$ cat src/hdl/mem_pkg.sv
/*
  Shared widths and encodings for the load/store pipe.
  Effective addresses are canonical only when bits 63:39 copy bit 38.
*/
package mem_pkg;

  localparam int DWORD_W       = 64;
  localparam int VADDR_W       = 39;
  localparam int PAGE_OFFSET_W = 12;
  localparam int VTAG_W        = VADDR_W - PAGE_OFFSET_W;
  localparam int PTAG_W        = 10;

  // 8 KiB scratchpad, two 4 KiB physical pages
  localparam int RAM_WORDS  = 1024;
  localparam int RAM_ADDR_W = 10;
  localparam int RAM_PAGES  = 2;

  localparam int TLB_ELS = 8;

  // Low two bits give log2 of the access size for every opcode
  typedef enum logic [3:0] {
    e_lb  = 4'h0,
    e_lh  = 4'h1,
    e_lw  = 4'h2,
    e_ld  = 4'h3,
    e_lbu = 4'h4,
    e_lhu = 4'h5,
    e_lwu = 4'h6,
    e_sb  = 4'h8,
    e_sh  = 4'h9,
    e_sw  = 4'ha,
    e_sd  = 4'hb
  } mem_op_e;

  typedef enum logic [1:0] {
    e_priv_u = 2'd0,
    e_priv_s = 2'd1,
    e_priv_m = 2'd3
  } priv_mode_e;

  function automatic logic op_is_store(input mem_op_e op);
    return op[3];
  endfunction

  // 0 byte, 1 half, 2 word, 3 double
  function automatic logic [1:0] op_size_log2(input mem_op_e op);
    return op[1:0];
  endfunction

endpackage

$ cat src/hdl/mem_dtlb.sv
/*
  Fully associative data TLB with combinational lookup.
  A fill with a vtag already present overwrites that entry; flush wins over fill.
*/
`timescale 1ns/1ns

module mem_dtlb
  import mem_pkg::*;
  #(parameter int els_p = TLB_ELS)
  (input                       clk_i
   , input                     reset_i
   , input                     flush_i

   , input                     lookup_v_i
   , input [VTAG_W-1:0]        lookup_vtag_i

   , input                     fill_v_i
   , input [VTAG_W-1:0]        fill_vtag_i
   , input [PTAG_W-1:0]        fill_ptag_i
   , input                     fill_r_i
   , input                     fill_w_i
   , input                     fill_u_i
   , input                     fill_d_i

   , output logic              hit_o
   , output logic [PTAG_W-1:0] ptag_o
   , output logic              r_o
   , output logic              w_o
   , output logic              u_o
   , output logic              d_o
   );

  localparam int idx_w_lp = (els_p > 1) ? $clog2(els_p) : 1;

  logic [els_p-1:0]    valid_r;
  logic [VTAG_W-1:0]   vtag_r [els_p];
  logic [PTAG_W-1:0]   ptag_r [els_p];
  logic [els_p-1:0]    r_r, w_r, u_r, d_r;
  logic [idx_w_lp-1:0] rr_ptr_r;

  logic [els_p-1:0]    lookup_match, fill_match;
  logic                fill_hit, have_free;
  logic [idx_w_lp-1:0] fill_hit_idx, free_idx, fill_idx;

  always_comb begin
    for (int i = 0; i < els_p; i++) begin
      lookup_match[i] = valid_r[i] & (vtag_r[i] == lookup_vtag_i);
      fill_match[i]   = valid_r[i] & (vtag_r[i] == fill_vtag_i);
    end
  end

  assign hit_o = lookup_v_i & (|lookup_match);

  // At most one entry matches a given vtag
  always_comb begin
    ptag_o = '0;
    r_o    = 1'b0;
    w_o    = 1'b0;
    u_o    = 1'b0;
    d_o    = 1'b0;
    for (int i = 0; i < els_p; i++) begin
      if (lookup_match[i]) begin
        ptag_o = ptag_r[i];
        r_o    = r_r[i];
        w_o    = w_r[i];
        u_o    = u_r[i];
        d_o    = d_r[i];
      end
    end
  end

  // Descending scan leaves the lowest matching or free index
  always_comb begin
    fill_hit     = 1'b0;
    fill_hit_idx = '0;
    have_free    = 1'b0;
    free_idx     = '0;
    for (int i = els_p - 1; i >= 0; i--) begin
      if (fill_match[i]) begin
        fill_hit     = 1'b1;
        fill_hit_idx = idx_w_lp'(i);
      end
      if (!valid_r[i]) begin
        have_free = 1'b1;
        free_idx  = idx_w_lp'(i);
      end
    end
    fill_idx = fill_hit ? fill_hit_idx : (have_free ? free_idx : rr_ptr_r);
  end

  always_ff @(posedge clk_i) begin
    if (reset_i) begin
      valid_r  <= '0;
      rr_ptr_r <= '0;
    end else if (flush_i) begin
      valid_r <= '0;
    end else if (fill_v_i) begin
      valid_r[fill_idx] <= 1'b1;
      // Victim pointer only moves when it was used
      if (!fill_hit && !have_free) begin
        rr_ptr_r <= (rr_ptr_r == idx_w_lp'(els_p - 1)) ? '0 : rr_ptr_r + 1'b1;
      end
    end
  end

  always_ff @(posedge clk_i) begin
    if (fill_v_i) begin
      vtag_r[fill_idx] <= fill_vtag_i;
      ptag_r[fill_idx] <= fill_ptag_i;
      r_r[fill_idx]    <= fill_r_i;
      w_r[fill_idx]    <= fill_w_i;
      u_r[fill_idx]    <= fill_u_i;
      d_r[fill_idx]    <= fill_d_i;
    end
  end

endmodule

$ cat config.mk
export PLATFORM = sky130hd
export DESIGN_NAME = mem_dtlb
export DESIGN_NICKNAME = d
export VERILOG_FILES = /design/src/hdl/mem_pkg.sv /design/src/hdl/mem_dtlb.sv
export SDC_FILE = /design/constraint.sdc
export NUM_CORES = 1
export LEC_CHECK = 0
export BUFFER_PORTS_ARGS = -buffer_cell sky130_fd_sc_hd__buf_4
export CORE_ASPECT_RATIO = 2
export CORE_UTILIZATION = 40
export CTS_BUF_LIST = sky130_fd_sc_hd__clkbuf_16
export CTS_CLUSTER_DIAMETER = 100
export DETAILED_ROUTE_END_ITERATION = 10
export GPL_TIMING_DRIVEN = 0
export SYNTH_ARGS = -nofsm -noshare
export SYNTH_HDL_FRONTEND = slang
export SYNTH_SLANG_ARGS = --single-unit
export TNS_END_PERCENT = 30
$ cat constraint.sdc
create_clock -name clk_i -period 9.5 [get_ports clk_i]
set_clock_uncertainty 0.15 [all_clocks]
set_input_delay 1.425 -clock clk_i [delete_from_list [all_inputs] [get_ports clk_i]]
set_output_delay 1.425 -clock clk_i [all_outputs]
set_load 0.02 [all_outputs]
==> impl_metrics.xml <==
<?xml version="1.0" encoding="UTF-8"?>
<metrics>
  <group name="yosys">
    <metric name="post_synth_edffs" unit="">328</metric>
    <metric name="synth_area" unit="mm²">0.01675</metric>
    <metric name="yosysWarningCount" unit="">0</metric>
    <metric name="synth_flop_cell" unit="">edfxtp_1</metric>
    <metric name="yosysSeqAreaShare" unit="">0.6011</metric>
    <metric name="synthDominantCellAreaShare" unit="">0.5879</metric>
    <metric name="synthesized_instance_count" unit="">1237</metric>
    <metric name="synthDominantAreaCellType" unit="">edfxtp_1</metric>
    <metric name="avgSynthCellArea" unit="µm²">13.54</metric>
    <metric name="yosys_register_bits" unit="">339</metric>
    <metric name="synthesis.nets" unit="">1312</metric>
    <metric name="async_flop_share" unit="">0</metric>
    <metric name="post_synth_main_area_contributors" unit="">edfxtp_1 (59%), xnor2_1 (14%), xor2_1 (8.8%)</metric>
    <metric name="synthDistinctLibCells" unit="">44</metric>
  </group>
  <group name="clocking">
    <metric name="cts-root-to-sink-buffers" unit="">3</metric>
    <metric name="clkTransAtPathRegs" unit="ns">0.07</metric>
    <metric name="cts.sink_count" unit="">339</metric>
    <metric name="tritoncts_clock_tree" unit="">built</metric>
    <metric name="htree_num_levels" unit="">2</metric>
    <metric name="post_cts.resized_instances" unit="">0</metric>
    <metric name="numCtsBuffers" unit="">34</metric>
    <metric name="cts_hold_buffers" unit="">0</metric>
    <metric name="cts.root.buffer_cell" unit="">clkbuf_16</metric>
    <metric name="post-cts-setup-buffer-count" unit="">0</metric>
    <metric name="clk-insertion-delay-late" unit="ns">0.54</metric>
  </group>
  <group name="timing">
    <metric name="worst_pin_slew" unit="ns">1.366</metric>
    <metric name="min_period_over_period" unit="">0.7496</metric>
    <metric name="max_clock_freq" unit="MHz">140.4</metric>
    <metric name="finalSetupTns" unit="ns">0</metric>
    <metric name="grt_setup_unrepaired" unit="">false</metric>
    <metric name="timing_max_transition_violations_final" unit="">0</metric>
    <metric name="final_period_demand_of_the_worst_path" unit="ns">7.121</metric>
    <metric name="finalSetupViolCount" unit="">0</metric>
    <metric name="hold_viol_final" unit="">0</metric>
    <metric name="worst_slew_margin_rel" unit="">0.08241</metric>
  </group>
  <group name="layout">
    <metric name="layout-drive-gt1-share" unit="">0.1635</metric>
    <metric name="num_antenna_cells" unit="">0</metric>
    <metric name="multi_input_comb_area" unit="mm²">0.006269</metric>
    <metric name="syn2layout_area_growth" unit="%">14.65</metric>
    <metric name="fin_nets" unit="">1420</metric>
    <metric name="finish.utilization" unit="">0.4671</metric>
    <metric name="final_cells" unit="">1905</metric>
    <metric name="area.sequential" unit="mm²">0.01007</metric>
    <metric name="nFillCells" unit="">3761</metric>
  </group>
  <group name="worst_setup_path">
    <metric name="crit_path_max_incr_delay" unit="ns">1.18</metric>
    <metric name="worstPathCellList" unit="">buf_6 &gt; xnor2_1 &gt; nand4_1 &gt; nor3_1 &gt; clkbuf_1 &gt; and3_1 &gt; mux2_1 &gt; mux2_2 &gt; mux2_2 &gt; nand3_1 &gt; a31oi_1 &gt; buf_4</metric>
    <metric name="timing.critical_path.depth" unit="">12</metric>
    <metric name="path_buf_inv" unit="">3</metric>
    <metric name="crit_path_end_kind" unit="">output pin</metric>
    <metric name="rrSetupSlack" unit="ns">4.65</metric>
    <metric name="criticalPathCategory" unit="">in2out</metric>
    <metric name="cp_slowest_cell" unit="">nor3_1</metric>
    <metric name="cp_common_cell" unit="">mux2_2</metric>
    <metric name="critical_path.startpoint_type" unit="">primary input</metric>
    <metric name="worstPathMaxFanout" unit="">10</metric>
    <metric name="rr_worst_depth" unit="">9</metric>
    <metric name="timing.critical_path.required" unit="ns">7.93</metric>
    <metric name="critPathTopFamily" unit="">simple AND/OR/NAND/NOR gates</metric>
    <metric name="timing.critical_path.arrival" unit="ns">5.55</metric>
  </group>
  <group name="die">
    <metric name="die-height" unit="µm">291.4</metric>
    <metric name="io-pin-count" unit="">88</metric>
    <metric name="initial_utilization" unit="">0.4074</metric>
    <metric name="die-area" unit="mm²">0.04275</metric>
    <metric name="floorplan.die.width" unit="µm">146.7</metric>
    <metric name="rows" unit="">105</metric>
    <metric name="design.core.area" unit="mm²">0.04112</metric>
  </group>
  <group name="detailed_routing">
    <metric name="dr.first_iter.drc_count" unit="">562</metric>
    <metric name="drtPass1Iterations" unit="">5</metric>
    <metric name="mean_number_of_vias_per_cell" unit="">5.516</metric>
    <metric name="wl_final" unit="µm">65390</metric>
    <metric name="drc" unit="">0</metric>
    <metric name="antenna_violating_nets_post_route" unit="">0</metric>
    <metric name="detailroute.via_count" unit="">10508</metric>
    <metric name="wire_per_inst" unit="µm">34.32</metric>
  </group>
  <group name="worst_hold_path">
    <metric name="hold_path_class" unit="">reg2reg</metric>
    <metric name="hold_depth" unit="">2</metric>
  </group>
  <group name="global_route">
    <metric name="wire_length_of_the_first_global_routing_pass" unit="µm">89190</metric>
    <metric name="grt_antenna_before_repair" unit="">1</metric>
    <metric name="first_global_vias" unit="">11318</metric>
    <metric name="total_global_routing_overflow" unit="">0</metric>
    <metric name="grt_util_all_layers" unit="">0.3126</metric>
    <metric name="grt_max_degree" unit="">26</metric>
  </group>
  <group name="placed_design">
    <metric name="finalWeightedCongestion" unit="">1.080</metric>
    <metric name="placement.io_buffers" unit="">60</metric>
    <metric name="placedCellCount" unit="">1844</metric>
    <metric name="dp_hpwl" unit="µm">52430</metric>
  </group>
  <group name="run">
    <metric name="maximum_capacitance_violations" unit="">0</metric>
  </group>
  <group name="run_status">
    <metric name="outcome" unit="">finished clean</metric>
  </group>
  <group name="pwr">
    <metric name="powerDensity" unit="mW/mm²">170.3</metric>
    <metric name="power.ir.vdd_worst" unit="V">0.0001733</metric>
    <metric name="p_leak" unit="nW">6.476</metric>
  </group>
</metrics>
kinds of logic after synthesis:
logic type      synth area share
compound gates           0.02868
simple gates             0.08462
buf+inv                  0.02831
flops                     0.6011
fa+ha+maj               0.001494
mux                      0.02950
xor+xnor                  0.2263
per-stage QoR:
stage | cell area (µm²) | power [mW] | hold WS [ns] | setup WS (ns)
5_1_grt | 19210 | 3.344 | 0.3983 | 2.213
4_1_cts | 19210 | 3.284 | 0.3665 | 2.463
6_report | 19210 | 3.272 | 0.3596 | 2.379
3_5_place_dp | 18160 | 1.985 | 0.3590 | 2.470
3_3_place_gp | 17870 | 1.983 | 0.3446 | 0.4160
2_1_floorplan | 16750 | 1.841 | 0.3066 | 4.216
report_power, final:
group	switching [mW]	total, mW	internal, mW
Combinational	0.199	0.290	0.0906
Clock	0.602	1.31	0.712
Sequential	0.0109	1.67	1.66
area by class of cell:
class,count,area share
repair buffers,72,0.03557
clock buffers,34,0.04430
clock inverters,27,0.009967
plain buffers,71,0.02078
flip-flops and latches,339,0.5243
multi-input cells,807,0.3264
inverters,20,0.003909
well taps,535,0.03485
worst reg2reg max path, delay by kind of cell (launching register included):
family | cells | cell delay (ns)
and+or+nand+nor | 6 | 2.25
AOI/OAI and AO/OA | 1 | 0.85
xor gates and xnor gates | 1 | 0.58
DFF | 1 | 0.43
buffers and inverters | 1 | 0.31
metal layers:
metal  vias up  wire length, µm  track usage
met3       175             2709      0.04279
met4         2             7876       0.3186
met1      5264            19730       0.2789
met5         -               13            0
li1       4700                -            -
met2       367            35060       0.5779
state kept, by name, summed over array words and instances, names as in the netlist:
| name | cells |
|---|---|
| vtag_r | 216 |
| d_r | 8 |
| r_r | 8 |
| u_r | 8 |
| rr_ptr_r | 3 |
| valid_r | 8 |
| w_r | 8 |
| ptag_r | 80 |
synthesized netlist by cell type (all sizes together) (2+ instances only):
library cell	n
edfxtp	328
xnor2	264
xor2	168
nand4	88
buf	60
nor4	59
nand2	43
mux2	40
o21ai	32
inv	20
nor2	19
a31oi	15
nand3	15
and3	14
o21a	13
clkbuf	11
dfxtp	11
o31ai	8
mux2i	4
a21oi	3
nand2b	3
nor3	3
a21boi	2
ha	2
o211ai	2
or2	2
layout by cell type (no fill, tap or decap), drive strengths merged, types with 3 or more instances in the layout:
| master | n |
|---|---|
| nand2 | 43 |
| edfxtp | 328 |
| mux2i | 4 |
| o31ai | 8 |
| dfxtp | 11 |
| nor4 | 59 |
| o21a | 13 |
| a21oi | 3 |
| buf | 132 |
| o21ai | 32 |
| xor2 | 168 |
| clkinv | 15 |
| a31oi | 15 |
| inv | 29 |
| mux2 | 40 |
| nor3 | 3 |
| and3 | 14 |
| nand4 | 88 |
| nand2b | 3 |
| nand3 | 15 |
| xnor2 | 264 |
| nor2 | 19 |
| clkbuf | 45 |
final timing paths:
check,startpoint,end
worst min-delay path,rr_ptr_r[0],rr_ptr_r[0]
worst min register to register,rr_ptr_r[0],rr_ptr_r[0]
worst max register to register,vtag_r[2][6],vtag_r[3][1]
worst max-delay path,lookup_vtag_i[16],ptag_o[4]
No activity file was read; power rests on OpenSTA's default activity.
