## config.mk

```make
export PLATFORM = sky130hd
export DESIGN_NAME = mem_pipe
export DESIGN_NICKNAME = d
export VERILOG_FILES = /design/src/hdl/mem_pkg.sv /design/src/hdl/mem_pipe.sv
export SDC_FILE = /design/constraint.sdc
export NUM_CORES = 1
export LEC_CHECK = 0
export BUFFER_PORTS_ARGS = -buffer_cell sky130_fd_sc_hd__buf_2
export CAP_MARGIN = 10
export CELL_PAD_IN_SITES_DETAIL_PLACEMENT = 2
export CELL_PAD_IN_SITES_GLOBAL_PLACEMENT = 2
export CORE_UTILIZATION = 31
export CTS_CLUSTER_DIAMETER = 50
export DETAILED_ROUTE_END_ITERATION = 10
export HOLD_SLACK_MARGIN = 0.15
export PLACE_DENSITY_LB_ADDON = 0.1
export SLEW_MARGIN = 20
export SYNTH_ARGS = -nofsm -noshare
export SYNTH_HDL_FRONTEND = slang
export SYNTH_SLANG_ARGS = --single-unit
```

## constraint.sdc

```tcl
create_clock -name clk_i -period 10.1 [get_ports clk_i]
set_input_delay 1.515 -clock clk_i [delete_from_list [all_inputs] [get_ports clk_i]]
set_output_delay 1.515 -clock clk_i [all_outputs]
set_load 0.03 [all_outputs]
```

## src/hdl/mem_pkg.sv

```systemverilog
/*
  Shared widths and encodings for the load/store pipe.
  Effective addresses are canonical only when bits 63:39 copy bit 38.
*/
package mem_pkg;

  localparam int DWORD_W       = 64;
  localparam int VADDR_W       = 39;
  localparam int PAGE_OFFSET_W = 12;
  localparam int VTAG_W        = VADDR_W - PAGE_OFFSET_W;
  localparam int PTAG_W        = 10;

  // 8 KiB scratchpad, two 4 KiB physical pages
  localparam int RAM_WORDS  = 1024;
  localparam int RAM_ADDR_W = 10;
  localparam int RAM_PAGES  = 2;

  localparam int TLB_ELS = 8;

  // Low two bits give log2 of the access size for every opcode
  typedef enum logic [3:0] {
    e_lb  = 4'h0,
    e_lh  = 4'h1,
    e_lw  = 4'h2,
    e_ld  = 4'h3,
    e_lbu = 4'h4,
    e_lhu = 4'h5,
    e_lwu = 4'h6,
    e_sb  = 4'h8,
    e_sh  = 4'h9,
    e_sw  = 4'ha,
    e_sd  = 4'hb
  } mem_op_e;

  typedef enum logic [1:0] {
    e_priv_u = 2'd0,
    e_priv_s = 2'd1,
    e_priv_m = 2'd3
  } priv_mode_e;

  function automatic logic op_is_store(input mem_op_e op);
    return op[3];
  endfunction

  // 0 byte, 1 half, 2 word, 3 double
  function automatic logic [1:0] op_size_log2(input mem_op_e op);
    return op[1:0];
  endfunction

endpackage

```

## src/hdl/mem_pipe.sv

```systemverilog
/*
  Two-stage load/store pipe, one request per cycle, results two cycles after accept.
  Results cannot stall; req_ready_o drops only while a TLB fill is written.
*/
`timescale 1ns/1ns

module mem_pipe
  import mem_pkg::*;
  (input                        clk_i
   , input                      reset_i

   , input                      req_v_i
   , output logic               req_ready_o
   , input mem_op_e             req_op_i
   , input [DWORD_W-1:0]        req_rs1_i
   , input [DWORD_W-1:0]        req_imm_i
   , input [DWORD_W-1:0]        req_rs2_i

   , input                      tlb_fill_v_i
   , input                      translation_en_i
   , input priv_mode_e          priv_mode_i
   , input                      sum_i

   , output logic               tlb_lookup_v_o
   , output logic [VTAG_W-1:0]  tlb_lookup_vtag_o
   , input                      tlb_hit_i
   , input [PTAG_W-1:0]         tlb_ptag_i
   , input                      tlb_r_i
   , input                      tlb_w_i
   , input                      tlb_u_i
   , input                      tlb_d_i

   , output logic               ram_v_o
   , output logic               ram_we_o
   , output logic [RAM_ADDR_W-1:0] ram_addr_o
   , output logic [7:0]         ram_be_o
   , output logic [DWORD_W-1:0] ram_wdata_o
   , input [DWORD_W-1:0]        ram_rdata_i

   , output logic               result_v_o
   , output logic [DWORD_W-1:0] result_data_o
   , output logic [VADDR_W-1:0] result_vaddr_o

   , output logic               tlb_miss_o
   , output logic               load_page_fault_o
   , output logic               store_page_fault_o
   , output logic               load_access_fault_o
   , output logic               store_access_fault_o
   , output logic               load_misaligned_o
   , output logic               store_misaligned_o
   );

  localparam int paddr_w_lp = PTAG_W + PAGE_OFFSET_W;
  localparam int pad_w_lp   = DWORD_W - VADDR_W;

  logic accept;
  logic [DWORD_W-1:0] eaddr;

  logic               s1_v_r;
  mem_op_e            s1_op_r;
  logic [DWORD_W-1:0] s1_eaddr_r;
  logic [DWORD_W-1:0] s1_wdata_r;

  logic s1_store, mis_raw, noncanon, priv_fault;
  logic misaligned, bad_addr, tlb_miss, xlate_ok;
  logic perm_fault, range_fault, page_fault, access_fault;
  logic [PTAG_W-1:0]     s1_ptag;
  logic [paddr_w_lp-1:0] s1_paddr;
  logic [7:0]            base_be;
  logic [6:0]            s1_flags;

  logic               s2_v_r;
  mem_op_e            s2_op_r;
  logic [2:0]         s2_off_r;
  logic [VADDR_W-1:0] s2_vaddr_r;
  logic [6:0]         s2_flags_r;

  logic               load_ok;
  logic [DWORD_W-1:0] lane, load_data;
  logic [6:0]         res_flags_r;

  assign req_ready_o = ~tlb_fill_v_i;
  assign accept      = req_v_i & req_ready_o;
  assign eaddr       = req_rs1_i + req_imm_i;

  // Stage 0 capture
  always_ff @(posedge clk_i) begin
    if (reset_i) begin
      s1_v_r <= 1'b0;
    end else begin
      s1_v_r <= accept;
    end
  end

  always_ff @(posedge clk_i) begin
    if (accept) begin
      s1_op_r    <= req_op_i;
      s1_eaddr_r <= eaddr;
      s1_wdata_r <= req_rs2_i;
    end
  end

  assign tlb_lookup_v_o    = s1_v_r & translation_en_i;
  assign tlb_lookup_vtag_o = s1_eaddr_r[PAGE_OFFSET_W +: VTAG_W];

  assign s1_store = op_is_store(s1_op_r);
  assign noncanon = s1_eaddr_r[DWORD_W-1:VADDR_W] != {pad_w_lp{s1_eaddr_r[VADDR_W-1]}};

  always_comb begin
    case (op_size_log2(s1_op_r))
      2'd0: begin
        base_be = 8'h01;
        mis_raw = 1'b0;
      end
      2'd1: begin
        base_be = 8'h03;
        mis_raw = s1_eaddr_r[0];
      end
      2'd2: begin
        base_be = 8'h0f;
        mis_raw = |s1_eaddr_r[1:0];
      end
      default: begin
        base_be = 8'hff;
        mis_raw = |s1_eaddr_r[2:0];
      end
    endcase
  end

  always_comb begin
    case (priv_mode_i)
      e_priv_u: priv_fault = ~tlb_u_i;
      e_priv_s: priv_fault = tlb_u_i & ~sum_i;
      default:  priv_fault = 1'b0;
    endcase
  end

  // Without translation the page number passes through untouched
  assign s1_ptag  = translation_en_i ? tlb_ptag_i : s1_eaddr_r[PAGE_OFFSET_W +: PTAG_W];
  assign s1_paddr = {s1_ptag, s1_eaddr_r[PAGE_OFFSET_W-1:0]};

  // Fault priority chain
  assign misaligned = s1_v_r & mis_raw;
  assign bad_addr   = s1_v_r & ~mis_raw & noncanon;
  assign tlb_miss   = s1_v_r & ~mis_raw & ~noncanon & translation_en_i & ~tlb_hit_i;
  assign xlate_ok   = s1_v_r & ~mis_raw & ~noncanon & (~translation_en_i | tlb_hit_i);
  assign perm_fault = xlate_ok & translation_en_i
                      & (priv_fault | (~s1_store & ~tlb_r_i) | (s1_store & (~tlb_w_i | ~tlb_d_i)));
  assign range_fault  = xlate_ok & ~perm_fault & (s1_ptag >= PTAG_W'(RAM_PAGES));
  assign page_fault   = (bad_addr & translation_en_i) | perm_fault;
  assign access_fault = (bad_addr & ~translation_en_i) | range_fault;

  assign s1_flags = {tlb_miss,
                     page_fault & ~s1_store, page_fault & s1_store,
                     access_fault & ~s1_store, access_fault & s1_store,
                     misaligned & ~s1_store, misaligned & s1_store};

  assign ram_v_o     = xlate_ok & ~perm_fault & ~range_fault;
  assign ram_we_o    = ram_v_o & s1_store;
  assign ram_addr_o  = s1_paddr[3 +: RAM_ADDR_W];
  assign ram_be_o    = base_be << s1_eaddr_r[2:0];
  assign ram_wdata_o = s1_wdata_r << {s1_eaddr_r[2:0], 3'b000};

  always_ff @(posedge clk_i) begin
    if (reset_i) begin
      s2_v_r     <= 1'b0;
      s2_flags_r <= '0;
    end else begin
      s2_v_r     <= s1_v_r;
      s2_flags_r <= s1_flags;
    end
  end

  always_ff @(posedge clk_i) begin
    s2_op_r    <= s1_op_r;
    s2_off_r   <= s1_eaddr_r[2:0];
    s2_vaddr_r <= s1_eaddr_r[VADDR_W-1:0];
  end

  // RAM word is back, pick the lane and extend
  assign load_ok = s2_v_r & ~(|s2_flags_r) & ~op_is_store(s2_op_r);
  assign lane    = ram_rdata_i >> {s2_off_r, 3'b000};

  always_comb begin
    case (s2_op_r)
      e_lb:    load_data = {{(DWORD_W-8){lane[7]}}, lane[7:0]};
      e_lh:    load_data = {{(DWORD_W-16){lane[15]}}, lane[15:0]};
      e_lw:    load_data = {{(DWORD_W-32){lane[31]}}, lane[31:0]};
      e_ld:    load_data = lane;
      e_lbu:   load_data = {{(DWORD_W-8){1'b0}}, lane[7:0]};
      e_lhu:   load_data = {{(DWORD_W-16){1'b0}}, lane[15:0]};
      e_lwu:   load_data = {{(DWORD_W-32){1'b0}}, lane[31:0]};
      default: load_data = '0;
    endcase
  end

  always_ff @(posedge clk_i) begin
    if (reset_i) begin
      result_v_o  <= 1'b0;
      res_flags_r <= '0;
    end else begin
      result_v_o  <= s2_v_r;
      res_flags_r <= s2_flags_r;
    end
  end

  always_ff @(posedge clk_i) begin
    result_data_o  <= load_ok ? load_data : '0;
    result_vaddr_o <= s2_vaddr_r;
  end

  assign {tlb_miss_o,
          load_page_fault_o, store_page_fault_o,
          load_access_fault_o, store_access_fault_o,
          load_misaligned_o, store_misaligned_o} = res_flags_r;

endmodule

```

==> impl_metrics.py <==
metrics = {
    "status": {
        "status": "completed",
    },
    "cells_and_area": {
        "design_area_mm2": 0.0202,
        "finalNonFillerCells": 2775,
        "fillers": 5550,
        "areaGrowthSynthToFinish_pct": 27.0,
        "finish.net_count": 2402,
        "drive_above_1_share_pct": 33.2,
    },
    "timing": {
        "tns_ns": 0,
        "fin_crit_sh_pct": 45.4,
        "fin_skew_ns": 0.0318,
        "final-setup-viol-count": 0,
        "whs_ns": 0.315,
        "finalHoldViolCount": 0,
        "rsz0062_at_grt": "no",
        "fmax_mhz": 218,
        "worst_pin_slew_ns": 1.05,
        "min_period_ns": 4.59,
        "drv_slew": 0,
        "relSlewSlack_pct": 29.9,
    },
    "global_routing": {
        "grt_max_degree": 96,
        "grt_use_total_pct": 22.9,
        "grt_remaining_overflow": 0,
        "antenna_found_initial": 11,
        "grt_pass1_wl_mm": 92.4,
        "grt_pass1_vias": 15176,
    },
    "critical_path": {
        "crit_chain": "buf_4 > nor2b_2 > nand2_1 > o21ai_0 > nand2_1 > o21ai_0 > buf_2",
        "crit_path_max_incr_delay_ns": 0.76,
        "cp-end-kind": "primary output",
        "cp.arrival_ns": 3.07,
        "path_class": "reg2out",
        "worst_setup_path_start_kind": "flip-flop",
        "critPathMaxFanout": 95,
        "required_ns": 8.59,
        "cpMaxStageDelayCell": "nor2b_2",
    },
    "detailed_routing": {
        "firstDrtPassIters": 4,
        "drt_iter0_drc": 616,
        "drt_wl_total_mm": 61.8,
        "vias_per_cell": 5.11,
        "drc": 0,
        "wire_per_inst_um": 22.3,
        "ant_nets": 0,
        "num_vias": 14193,
    },
    "floorplan": {
        "row_count": 82,
        "die_height_um": 229,
        "ios": 507,
        "die_area_mm2": 0.0523,
        "die_x_um": 229,
        "design.core.area_mm2": 0.0505,
        "start_util_pct": 31.6,
    },
    "place": {
        "postPlaceCellArea_mm2": 0.0187,
        "portBuffers": 506,
        "place.gp.congestion": 0.870,
        "dp_hpwl_mm": 48.1,
        "dp.cells": 2679,
    },
    "logic_synthesis": {
        "syn_avg_cell_area_um2": 9.79,
        "netlist_area_mm2": 0.0159,
        "ys.warnings.count": 0,
        "synth_largest_area_cell": "edfxtp_1",
        "synth_top_area_share_pct": 24.9,
        "synth_common_cells": "a21oi_1, nand2_1, dfxtp_1, edfxtp_1, nor2_1",
        "synth_ff_type": "dfxtp_1",
        "synth_seq_cells": 295,
        "yosysMostFrequentCell": "a21oi_1",
        "syn_nets": 1975,
        "ys_seq_area_share_pct": 45.3,
        "synth_cells": 1628,
        "synth_edf_count": 132,
        "synth_cell_types": 78,
        "ys_async_sr_fraction_pct": 0,
        "ys_top_cells_by_area": "edfxtp_1, dfxtp_1, a21oi_1",
    },
    "clock_network": {
        "cts_root_buf": "clkbuf_16",
        "postCtsHoldBufs": 0,
        "clock_sinks": 295,
        "cts_max_level": 2,
        "cts_setup_buffers": 0,
        "postCtsResizedCells": 0,
        "cts_tree": "built",
        "numCtsBuffers": 46,
        "path_clk_slew_ns": 0.06,
        "clockBufferDepth": 3,
        "insertion_delay_ns": 0.58,
    },
    "power_and_ir_drop": {
        "power.density_mw_per_mm2": 191,
        "finalPower_mw": 3.86,
        "ir_worst_vdd_mv": 0.150,
        "power.leakage_nw": 8.69,
    },
    "min_path": {
        "hold_class": "reg2reg",
    },
    "flow_run": {
        "drv_cap": 0,
    },
}
-- per-layer routing --
layer,track usage [%],part of all wire (%),wire [um]
met1,28.0,42,26000
met2,39.4,49,30400
met3,4.85,5.6,3460
met4,8.43,3.1,1920
met5,0,0,0
-- critical path, delay by kind of cell (launching register included) --
family | cells | cell delay, ns
AOI/OAI and AO/OA | 2 | 0.23
DFF | 1 | 0.33
buffers and inverters | 2 | 0.98
and+or+nand+nor | 3 | 0.94
-- flip-flops by register name, indices dropped and copies added (netlist names), 4 cells and up --
register        count
result_vaddr_o     39
result_data_o      64
s2_op_r             4
s1_eaddr_r         64
res_flags_r         7
s1_wdata_r         64
s2_flags_r          7
s2_vaddr_r         39
s1_op_r             4
-- placed cells by master, fill, tap and decap left out, types with 15 or more instances in the layout --
cell,n
a21o_1,20
a21oi_1,190
buf_2,506
clkbuf_16,48
dfxtp_1,161
edfxtp_1,132
ha_1,63
inv_1,29
mux2_2,44
mux2i_1,84
mux4_2,15
nand2_1,165
nand3_1,32
nand4_1,29
nor2_1,124
nor2b_1,31
nor3_1,21
o21ai_0,91
o21bai_1,21
o22ai_1,19
xnor2_1,37
xor2_1,22
-- path summary, 6_finish.rpt --
path | end | depth (start not counted) | slack, ns | from
setup / recovery | ram_wdata_o[54] | 7 | 5.51 | s1_eaddr_r[1]
hold / removal | result_vaddr_o[26] | 0 | 0.32 | s2_vaddr_r[26]
setup reg to reg | result_data_o[48] | 11 | 6.92 | s2_vaddr_r[1]
hold reg to reg | result_vaddr_o[26] | 0 | 0.32 | s2_vaddr_r[26]
-- final cells by class --
class	count	area, um^2	area share, %
Multi-Input combinational cell	1165	7860	38.8
Clock buffer	55	1280	6.31
Antenna cell	11	27.5	0.136
Inverter	29	109	0.538
Clock inverter	30	264	1.30
Sequential cell	295	7230	35.7
Timing Repair Buffer	518	2620	13.0
Tap cell	672	841	4.16
-- cells by family (layout without fill, tap and decap cells) --
logic type / after synthesis / after routing / share of synthesized area (%)
XOR/XNOR: 59 / 59 / 3.24
AND/OR/NAND/NOR: 469 / 469 / 13.8
AO/OA/AOI/OAI: 429 / 429 / 16.4
flip-flops: 295 / 295 / 45.3
other: 0 / 11 / 0
multiplexers: 144 / 144 / 10.6
adder cells (fa/ha/maj): 64 / 64 / 5.07
buffers and inverters: 168 / 632 / 5.49
-- per-stage QoR --
stage | utilization (%) | setup WS, ns
4_1_cts | 40.0 | 5.43
5_1_grt | 40.1 | 5.30
2_1_floorplan | - | 2.06
3_5_place_dp | 37.0 | 5.42
6_report | 40.1 | 5.51
3_3_place_gp | 37.0 | 5.51
-- power by group --
group | internal, mW | total (mW) | switching [mW]
clock network | 0.949 | 1.58 | 0.631
logic | 0.301 | 0.876 | 0.576
registers | 1.35 | 1.40 | 0.0471
No activity file was read; power rests on OpenSTA's default activity.
